## src/include/cfg_chain_defines.svh

```systemverilog
`ifndef CFG_CHAIN_DEFINES_SVH
`define CFG_CHAIN_DEFINES_SVH

// payload and framing geometry of one config packet
`define CFG_DATA_BITS      16
`define CFG_FRAME_LEN      8     // payload bits between two framing zeros
`define CFG_RX_BITS        18    // two frames of 8 payload bits plus one framing bit each
`define CFG_ID_BITS        8
`define CFG_LEN_BITS       8
`define CFG_VALID_BITS     2
`define CFG_VALID_PATTERN  2'b10 // low bit goes out first, so a packet always starts with a zero
`define CFG_PKT_BITS       36    // whole frame word and also the reset run length

// host side register map, AXI4-Lite word addresses
`define CFG_AXI_ADDR_BITS  4
`define CFG_AXI_DATA_BITS  32
`define CFG_ADDR_PACKET    4'h0  // id in wdata[23:16], data in wdata[15:0]
`define CFG_ADDR_RESET     4'h4  // any write starts a reset run
`define CFG_ADDR_STATUS    4'h8  // bit 0 is busy

// identity of the two nodes on the line
`define CFG_NODE0_ID       8'd1
`define CFG_NODE1_ID       8'd2
`define CFG_NODE0_DEFAULT  16'h1234
`define CFG_NODE1_DEFAULT  16'hA5A5

`endif

```

## src/design/cfg_chain_pkg.sv

```systemverilog
`include "cfg_chain_defines.svh"

package cfg_chain_pkg;

  // field order follows the line order from the top down
  // valid sits at the bottom and therefore goes out first
  typedef struct packed {
    logic [`CFG_RX_BITS-1:0]    rx;    // payload with the framing zeros still inside
    logic [`CFG_ID_BITS-1:0]    id;    // target node
    logic [`CFG_LEN_BITS-1:0]   len;   // frame length, used by the node as a hold-off count
    logic [`CFG_VALID_BITS-1:0] valid; // 2'b10 marks a real packet
  } cfg_packet_s;

  // one shift register word seen two ways
  // the node decodes packet fields through pkt and spots the reset run through raw
  typedef union packed {
    cfg_packet_s              pkt;
    logic [`CFG_PKT_BITS-1:0] raw;
  } cfg_frame_u;

  // what the host asked the sequencer to put on the line
  typedef enum logic {
    CFG_REQ_PACKET,
    CFG_REQ_RESET
  } cfg_req_e;

endpackage

```

## src/design/cfg_tx_if.sv

```systemverilog
`timescale 1ns/10ps
`include "cfg_chain_defines.svh"

// bundle shared by the sequencer, the serializer and the bit counter
interface cfg_tx_if;

  logic                       start; // one cycle launch, valid together with kind, id and data
  cfg_chain_pkg::cfg_req_e    kind;
  logic [`CFG_ID_BITS-1:0]    id;
  logic [`CFG_DATA_BITS-1:0]  data;
  logic                       last;  // bit counter is on the final bit of the frame
  logic                       line;  // serial bit as it leaves the serializer

  // the host launches and waits for the end of the frame
  modport host (output start, kind, id, data, input last);

  // the serializer builds the word on start and drops it after last
  modport ser (input start, kind, id, data, last, output line);

  // the counter only needs to know when a frame begins
  modport cnt (input start, output last);

endinterface

```

## src/design/cfg_bit_counter.sv

```systemverilog
`timescale 1ns/10ps
`include "cfg_chain_defines.svh"

module cfg_bit_counter (
  input  logic  clk,
  input  logic  reset,
  cfg_tx_if.cnt tx
);

  localparam int unsigned cnt_bits = $clog2(`CFG_PKT_BITS);
  localparam logic [cnt_bits-1:0] cnt_last = cnt_bits'(`CFG_PKT_BITS - 1);

  logic                active_r; // a frame is on the line
  logic [cnt_bits-1:0] cnt_r;    // index of the bit currently on the line

  // start comes in the handshake cycle, so count 0 matches bit 0 on the line
  always_ff @(posedge clk) begin
    if (reset) begin
      active_r <= 1'b0;
      cnt_r    <= '0;
    end else if (tx.start) begin
      active_r <= 1'b1;
      cnt_r    <= '0;
    end else if (tx.last) begin
      active_r <= 1'b0; // frame done, hold here until the next start
      cnt_r    <= '0;
    end else if (active_r) begin
      cnt_r <= cnt_r + 1'b1;
    end
  end

  // high for exactly the cycle that carries bit 35
  assign tx.last = active_r && (cnt_r == cnt_last);

endmodule

```

## src/design/cfg_chain_top.sv

```systemverilog
`timescale 1ns/10ps
`include "cfg_chain_defines.svh"

module cfg_chain_top (
  input  logic                          clk,
  input  logic                          reset,
  input  logic                          axi_awvalid_i,
  output logic                          axi_awready_o,
  input  logic [`CFG_AXI_ADDR_BITS-1:0] axi_awaddr_i,
  input  logic                          axi_wvalid_i,
  output logic                          axi_wready_o,
  input  logic [`CFG_AXI_DATA_BITS-1:0] axi_wdata_i,
  output logic                          axi_bvalid_o,
  input  logic                          axi_bready_i,
  output logic [1:0]                    axi_bresp_o,
  input  logic                          axi_arvalid_i,
  output logic                          axi_arready_o,
  input  logic [`CFG_AXI_ADDR_BITS-1:0] axi_araddr_i,
  output logic                          axi_rvalid_o,
  input  logic                          axi_rready_i,
  output logic [`CFG_AXI_DATA_BITS-1:0] axi_rdata_o,
  output logic [1:0]                    axi_rresp_o,
  output logic [`CFG_DATA_BITS-1:0]     node0_data_o,
  output logic [`CFG_DATA_BITS-1:0]     node1_data_o,
  output logic                          node0_new_o,
  output logic                          node1_new_o,
  output logic                          cfg_line_o
);

  cfg_tx_if tx ();

  cfg_host_fsm i_cfg_host_fsm (
    .clk           (clk),
    .reset         (reset),
    .axi_awvalid_i (axi_awvalid_i),
    .axi_awready_o (axi_awready_o),
    .axi_awaddr_i  (axi_awaddr_i),
    .axi_wvalid_i  (axi_wvalid_i),
    .axi_wready_o  (axi_wready_o),
    .axi_wdata_i   (axi_wdata_i),
    .axi_bvalid_o  (axi_bvalid_o),
    .axi_bready_i  (axi_bready_i),
    .axi_bresp_o   (axi_bresp_o),
    .axi_arvalid_i (axi_arvalid_i),
    .axi_arready_o (axi_arready_o),
    .axi_araddr_i  (axi_araddr_i),
    .axi_rvalid_o  (axi_rvalid_o),
    .axi_rready_i  (axi_rready_i),
    .axi_rdata_o   (axi_rdata_o),
    .axi_rresp_o   (axi_rresp_o),
    .tx            (tx)
  );

  cfg_bit_counter i_cfg_bit_counter (.clk(clk), .reset(reset), .tx(tx));

  cfg_serializer i_cfg_serializer (.clk(clk), .reset(reset), .tx(tx));

  // both nodes listen to the same broadcast line
  cfg_node #(.NODE_ID(`CFG_NODE0_ID), .DEFAULT_DATA(`CFG_NODE0_DEFAULT)) i_cfg_node0 (
    .clk    (clk),
    .reset  (reset),
    .line_i (tx.line),
    .data_o (node0_data_o),
    .new_o  (node0_new_o)
  );

  cfg_node #(.NODE_ID(`CFG_NODE1_ID), .DEFAULT_DATA(`CFG_NODE1_DEFAULT)) i_cfg_node1 (
    .clk    (clk),
    .reset  (reset),
    .line_i (tx.line),
    .data_o (node1_data_o),
    .new_o  (node1_new_o)
  );

  assign cfg_line_o = tx.line; // brought out so the line can be watched from outside

endmodule

```

## src/design/cfg_host_fsm.sv

```systemverilog
`timescale 1ns/10ps
`include "cfg_chain_defines.svh"

module cfg_host_fsm (
  input  logic                          clk,
  input  logic                          reset,
  input  logic                          axi_awvalid_i,
  output logic                          axi_awready_o,
  input  logic [`CFG_AXI_ADDR_BITS-1:0] axi_awaddr_i,
  input  logic                          axi_wvalid_i,
  output logic                          axi_wready_o,
  input  logic [`CFG_AXI_DATA_BITS-1:0] axi_wdata_i,
  output logic                          axi_bvalid_o,
  input  logic                          axi_bready_i,
  output logic [1:0]                    axi_bresp_o,
  input  logic                          axi_arvalid_i,
  output logic                          axi_arready_o,
  input  logic [`CFG_AXI_ADDR_BITS-1:0] axi_araddr_i,
  output logic                          axi_rvalid_o,
  input  logic                          axi_rready_i,
  output logic [`CFG_AXI_DATA_BITS-1:0] axi_rdata_o,
  output logic [1:0]                    axi_rresp_o,
  cfg_tx_if.host                        tx
);

  typedef enum logic [1:0] {IDLE, SEND, RESP} state_e;

  state_e                         state_r;
  logic                           wr_ready_r; // shared by aw and w, they always handshake together
  logic                           bvalid_r;
  logic                           arready_r;
  logic                           rvalid_r;
  logic [`CFG_AXI_DATA_BITS-1:0]  rdata_r;
  logic                           wr_hs;
  logic                           ar_hs;
  logic                           is_packet;
  logic                           is_reset;
  logic                           busy;

  assign wr_hs     = axi_awvalid_i & axi_wvalid_i & wr_ready_r; // both channels in one cycle
  assign ar_hs     = axi_arvalid_i & arready_r;
  assign is_packet = axi_awaddr_i == `CFG_ADDR_PACKET;
  assign is_reset  = axi_awaddr_i == `CFG_ADDR_RESET;
  assign busy      = state_r == SEND; // frame bits are on the line

  // launch straight from the handshake so bit 0 lands on the line in the next cycle
  assign tx.start = wr_hs & (is_packet | is_reset);
  assign tx.kind  = is_reset ? cfg_chain_pkg::CFG_REQ_RESET : cfg_chain_pkg::CFG_REQ_PACKET;
  assign tx.id    = axi_wdata_i[16 +: `CFG_ID_BITS];
  assign tx.data  = axi_wdata_i[`CFG_DATA_BITS-1:0];

  always_ff @(posedge clk) begin
    if (reset) begin
      state_r    <= IDLE;
      wr_ready_r <= 1'b0;
      bvalid_r   <= 1'b0;
    end else begin
      if (wr_hs) bvalid_r <= 1'b1;                   // response goes up one cycle after the write
      else if (axi_bready_i) bvalid_r <= 1'b0;
      case (state_r)
        IDLE: begin
          if (wr_hs) begin
            wr_ready_r <= 1'b0;
            state_r    <= tx.start ? SEND : RESP;    // unmapped writes only get their response
          end else if (!bvalid_r) begin
            wr_ready_r <= 1'b1;
          end
        end
        SEND: if (tx.last) state_r <= RESP;          // final bit is on the line this cycle
        RESP: if (!bvalid_r || axi_bready_i) state_r <= IDLE;
        default: state_r <= IDLE;
      endcase
    end
  end

  // read side runs on its own so status polls work while a frame is going out
  always_ff @(posedge clk) begin
    if (reset) begin
      arready_r <= 1'b0;
      rvalid_r  <= 1'b0;
    end else if (ar_hs) begin
      arready_r <= 1'b0;
      rvalid_r  <= 1'b1;
    end else if (rvalid_r) begin
      if (axi_rready_i) rvalid_r <= 1'b0;
    end else begin
      arready_r <= 1'b1;
    end
  end

  always_ff @(posedge clk) begin
    if (ar_hs) begin
      if (axi_araddr_i == `CFG_ADDR_STATUS) rdata_r <= {{(`CFG_AXI_DATA_BITS-1){1'b0}}, busy};
      else rdata_r <= '0; // nothing else is readable
    end
  end

  assign axi_awready_o = wr_ready_r;
  assign axi_wready_o  = wr_ready_r;
  assign axi_bvalid_o  = bvalid_r;
  assign axi_bresp_o   = 2'b00; // always OKAY
  assign axi_arready_o = arready_r;
  assign axi_rvalid_o  = rvalid_r;
  assign axi_rdata_o   = rdata_r;
  assign axi_rresp_o   = 2'b00;

endmodule

```

## src/design/cfg_node.sv

```systemverilog
`timescale 1ns/10ps
`include "cfg_chain_defines.svh"

module cfg_node #(
  parameter logic [`CFG_ID_BITS-1:0]   NODE_ID      = `CFG_NODE0_ID,
  parameter logic [`CFG_DATA_BITS-1:0] DEFAULT_DATA = `CFG_NODE0_DEFAULT
) (
  input  logic                      clk,
  input  logic                      reset,
  input  logic                      line_i,
  output logic [`CFG_DATA_BITS-1:0] data_o,
  output logic                      new_o
);

  localparam int unsigned frame_stride = `CFG_FRAME_LEN + 1;

  cfg_chain_pkg::cfg_frame_u frame_r; // last 36 bits seen on the line
  cfg_chain_pkg::cfg_frame_u frame_n; // same window including the bit on the line now

  logic [`CFG_LEN_BITS-1:0]  count_r;  // hold-off after an accepted packet
  logic [`CFG_DATA_BITS-1:0] data_r;
  logic [`CFG_DATA_BITS-1:0] data_n;   // payload with the framing bits taken out
  logic                      new_r;
  logic                      reset_run;
  logic                      reset_start;
  logic                      pkt_valid;
  logic                      id_match;

  // new bits enter at the top, so bit 0 of the frame ends at position 0
  assign frame_n.raw = {line_i, frame_r.raw[`CFG_PKT_BITS-1:1]};

  // decode looks at frame_n so the update shows up right after the final bit
  assign reset_run   = &frame_n.raw;
  assign reset_start = reset_run & ~(&frame_r.raw); // only the first all ones cycle counts

  // while count_r runs the tail of the previous frame still fills the window
  assign pkt_valid = (frame_n.pkt.valid == `CFG_VALID_PATTERN) && (count_r == '0);
  assign id_match  = frame_n.pkt.id == NODE_ID;

  // drop every ninth rx bit, the rest pack down into the payload
  for (genvar i = 0; i < `CFG_RX_BITS; i++) begin : g_deframe
    if (((i + 1) % frame_stride) != 0) begin : g_payload
      assign data_n[i - i / frame_stride] = frame_n.pkt.rx[i];
    end
  end

  always_ff @(posedge clk) begin
    if (reset) begin
      frame_r.raw <= '0;
      count_r     <= '0;
      data_r      <= DEFAULT_DATA;  // nodes come up holding their defaults
      new_r       <= 1'b0;
    end else begin
      frame_r <= frame_n;
      new_r   <= 1'b0;
      if (reset_start) begin
        data_r  <= DEFAULT_DATA;
        new_r   <= 1'b1;
        count_r <= '0;            // the ramp into a reset run can fake a header, forget it
      end else if (pkt_valid) begin
        count_r <= frame_n.pkt.len; // ignore the window for one frame length
        if (id_match) begin
          data_r <= data_n;
          new_r  <= 1'b1;
        end
      end else if (count_r != '0) begin
        count_r <= count_r - 1'b1;
      end
    end
  end

  assign data_o = data_r;
  assign new_o  = new_r; // one cycle per load or default restore

endmodule

```

## src/design/cfg_serializer.sv

```systemverilog
`timescale 1ns/10ps
`include "cfg_chain_defines.svh"

module cfg_serializer (
  input  logic  clk,
  input  logic  reset,
  cfg_tx_if.ser tx
);

  localparam int unsigned frame_stride = `CFG_FRAME_LEN + 1; // payload bits plus their framing zero
  localparam logic [`CFG_LEN_BITS-1:0] pkt_len = `CFG_PKT_BITS;

  cfg_chain_pkg::cfg_packet_s pkt;
  logic [`CFG_PKT_BITS-1:0]   frame_word;
  logic [`CFG_PKT_BITS-1:0]   shift_r;    // bit 0 is what the line shows

  // pack the request into its line format
  always_comb begin
    pkt       = '0;                   // framing bits stay zero from here
    pkt.valid = `CFG_VALID_PATTERN;
    pkt.len   = pkt_len;
    pkt.id    = tx.id;
    for (int i = 0; i < `CFG_RX_BITS; i++) begin
      // every ninth position is a framing zero, the rest take the next payload bit
      if (((i + 1) % frame_stride) != 0) pkt.rx[i] = tx.data[i - i / frame_stride];
    end
  end

  // a reset run is all ones and therefore never looks like a packet
  assign frame_word = (tx.kind == cfg_chain_pkg::CFG_REQ_RESET) ? '1 : pkt;

  always_ff @(posedge clk) begin
    if (reset) begin
      shift_r <= '0;
    end else if (tx.start) begin
      shift_r <= frame_word;
    end else if (tx.last) begin
      shift_r <= '0;                    // make sure the line falls back to idle
    end else begin
      shift_r <= {1'b0, shift_r[`CFG_PKT_BITS-1:1]}; // zeros follow the frame out
    end
  end

  assign tx.line = shift_r[0]; // idle line stays low because the register drains to zero

endmodule

```

## config.mk

```make
export PLATFORM = sky130hd
export DESIGN_NAME = cfg_chain_top
export DESIGN_NICKNAME = d
export VERILOG_FILES = /design/src/design/cfg_chain_pkg.sv /design/src/design/cfg_tx_if.sv /design/src/design/cfg_bit_counter.sv /design/src/design/cfg_chain_top.sv /design/src/design/cfg_host_fsm.sv /design/src/design/cfg_node.sv /design/src/design/cfg_serializer.sv
export VERILOG_INCLUDE_DIRS = /design/src /design/src/include
export SDC_FILE = /design/constraint.sdc
export NUM_CORES = 1
export LEC_CHECK = 0
export ABC_AREA = 1
export BUFFER_PORTS_ARGS = -buffer_cell sky130_fd_sc_hd__buf_4
export CAP_MARGIN = 10
export CORE_MARGIN = 2
export CORE_UTILIZATION = 50
export DETAILED_ROUTE_END_ITERATION = 10
export HOLD_SLACK_MARGIN = 0.06
export PLACE_DENSITY = 0.78
export SYNTH_ARGS = -nofsm -noshare
export SYNTH_HDL_FRONTEND = slang
export SYNTH_HIERARCHICAL = 1
export SYNTH_SLANG_ARGS = --single-unit
```

## constraint.sdc

```tcl
create_clock -name clk -period 1.9 [get_ports clk]
set_clock_uncertainty 0.05 [all_clocks]
set_input_delay 0.38 -clock clk [delete_from_list [all_inputs] [get_ports clk]]
set_output_delay 0.38 -clock clk [all_outputs]
set_load 0.02 [all_outputs]
```

==> flow_metrics.tcl <==
set metrics [dict create \
    crit_fanout 32 \
    final_cells 1247 \
    start_util_pct 51.0 \
    fin_crit_ns 1.71 \
    maxSlewViolCount 0 \
    drive_above_1_share_pct 17.2 \
    drt_first_pass_iters 4 \
    synth.top_cell.area_share_pct 46.4 \
    clk_pin_slew_ns 0.06 \
    ys_warn_count 6 \
    synthDistinctLibCells 33 \
    place_congestion 0.832 \
    fill_cells 1293 \
    rsz0062_at_grt "no" \
    place_inst 1215 \
    maxCapViolCount 0 \
    hpwlAfterDp_um 9310 \
    synth_area_leader_cell "dfxtp_1" \
    grt_max_degree 37 \
    ys_seq_area_share_pct 46.8 \
    syn_to_final_growth_pct 13.7 \
    max-vdd-ir-drop_mv 0.670 \
    nNetsFinal 1100 \
    num_io_pins 123 \
    syn_inst 994 \
    cts_root_buf "clkbuf_16" \
    min_period_over_period_pct 90.3 \
    drc 0 \
    synth_edf_count 1 \
    clock.fmax_mhz 583 \
    core_area_um2 14500 \
    fp.dieH_um 125 \
    clock_latency_ns 0.43 \
    wl_per_cell_um 10.9 \
    hold_violations 0 \
    final_cell_area_um2 8390 \
    start_kind "register" \
    ant_nets 0 \
    netlist_top_cells_area "dfxtp_1 46%, nand2_1 11%, inv_1 7.8%" \
    postCtsSetupRepairBufs 0 \
    postPlaceCellArea_um2 7780 \
    yosys-top-cells-count "223 x nand2_1, 171 x dfxtp_1, 154 x inv_1, 148 x nor2_1, 86 x nand3_1" \
    finalWirelength_um 13600 \
    hold_path.class "input pin to register" \
    crit_type "register to register" \
    synth_area_um2 7380 \
    status "finished, final reports clean" \
    h-tree-depth 4 \
    rows 44 \
    synth.most_common_cell "nand2_1" \
    cts_num_sinks 172 \
    dieArea_um2 15700 \
    grt_pass1_wl_um 23300 \
    cts_tree "done" \
    worstPathRequired_ns 2.22 \
    setup_viol 0 \
    diodes 0 \
    cellPowerDensity_nw_per_um2 1040 \
    cts-buffers-inserted 17 \
    end_kind "register" \
    finalSetupTns_ns 0 \
    io_buffers 79 \
    async_flop_share_pct 0 \
    critPathArrivalTime_ns 2.03 \
    vias 5661 \
    synth-seq-cells 172 \
    vias_per_cell 4.54 \
    synth_ff_type "dfxtp_1" \
    relSlewSlack_pct 55.5 \
    worstMarginPinSlew_ns 0.667 \
    max-clock-path-buffers 2 \
    grtUsageTotal_pct 17.9 \
    die_x_um 125 \
    avgSynthCellArea_um2 7.42 \
    grt_pass1_vias 5242 \
    antenna_found_initial 0 \
    p_leak_nw 3.86 \
    grt_overflow 0 \
    drt_iter0_drc 400 \
]
stage by stage:
step / setup slack, ns / hold WS [ns] / utilization [%] / total power (W)
floorplan: 0.416 / 0.353 / - / 0.00510
global placement: -0.106 / 0.362 / 53.8 / 0.00528
detailed placement: -0.166 / 0.366 / 53.8 / 0.00532
CTS: 0.143 / 0.137 / 57.9 / 0.00877
global route: 0.00848 / 0.173 / 57.9 / 0.00916
finish: 0.185 / 0.150 / 57.9 / 0.00873
cell families after synthesis:
kind of cell	Yosys count	share of synthesized area [%]
and+or+nand+nor	509	31.0
buffers and inverters	253	17.2
DFF	172	46.8
AOI/OAI and AO/OA	53	4.05
xor gates and xnor gates	3	0.356
adders and majority gates	3	0.509
other	1	0.0508
final timing paths:
check,end,cells past startpoint,slack [ns],start
worst max register to register,i_cfg_serializer/shift_r[30],8,0.19,i_cfg_bit_counter/cnt_r[0]
worst max-delay path,i_cfg_serializer/shift_r[30],8,0.19,i_cfg_bit_counter/cnt_r[0]
worst min-delay path,i_cfg_host_fsm/axi_rvalid_o,4,0.15,axi_rready_i
worst min register to register,i_cfg_node0/frame_r[26],2,0.38,i_cfg_node0/frame_r[27]
report_power, final:
group | switching (W) | internal, W | total [W]
clock network | 0.00134 | 0.00211 | 0.00345
registers | 0.0000998 | 0.00373 | 0.00383
logic | 0.000942 | 0.000504 | 0.00145
total | 0.00239 | 0.00635 | 0.00873
metal layers:
layer,up-vias,part of all wire (%),GRT usage (%)
li1,3010,-,-
met5,-,0,0
met1,2512,48,22.7
met3,23,4.6,4.62
met2,116,46,28.7
met4,0,1.8,8.30
layout by cell type, fill, tap and decap left out, types with 5 or more instances in the layout:
| cell type | count |
|---|---|
| nand3_2 | 12 |
| buf_4 | 90 |
| conb_1 | 35 |
| nand2_1 | 223 |
| dfxtp_1 | 171 |
| a21oi_1 | 27 |
| nand2_2 | 7 |
| inv_2 | 9 |
| nor2_1 | 147 |
| a21oi_2 | 7 |
| nor2_2 | 13 |
| nor2_4 | 8 |
| o21ai_0 | 16 |
| clkbuf_1 | 5 |
| clkbuf_8 | 5 |
| inv_1 | 154 |
| clkbuf_16 | 17 |
| nand3_1 | 86 |
state kept, by name, summed over array words and instances (netlist names):
name                          cells
i_cfg_bit_counter/active_r        1
i_cfg_bit_counter/cnt_r           6
i_cfg_host_fsm/axi_arready_o      1
i_cfg_host_fsm/axi_awready_o      1
i_cfg_host_fsm/axi_bvalid_o       1
i_cfg_host_fsm/axi_rdata_o        1
i_cfg_host_fsm/axi_rvalid_o       1
i_cfg_host_fsm/state_r            2
i_cfg_node0/count_r               8
i_cfg_node0/data_o               16
i_cfg_node0/frame_r              36
i_cfg_node0/new_o                 1
i_cfg_node1/count_r               8
i_cfg_node1/data_o               16
i_cfg_node1/frame_r              36
i_cfg_node1/new_o                 1
i_cfg_serializer/shift_r         36
what timing repair did:
action	CTS	global route
setup endpoints to repair	32	4
resized for setup	1	2
hold buffers	0	0
gates cloned	0	0
critical path, cell delays in order, from the launching register on:
cell and delay, ns:
dfxtp_1 0.31, ha_1 0.20, nand2_1 0.08, inv_1 0.07, nand3_2 0.08, inv_1 0.07, nor2_4 0.54, nand3_1 0.16
nand2_1 0.09
cell type report:
cell class	count	area (um^2)	share of cell area, %
clock buffer	27	513	6.12
clock inverter	5	80.1	0.955
tap	184	230	2.75
multi-input combinational	603	2790	33.3
timing repair buffer	91	696	8.30
sequential	172	3450	41.2
inverter	165	622	7.42
Power figures use the tool's default switching activity.
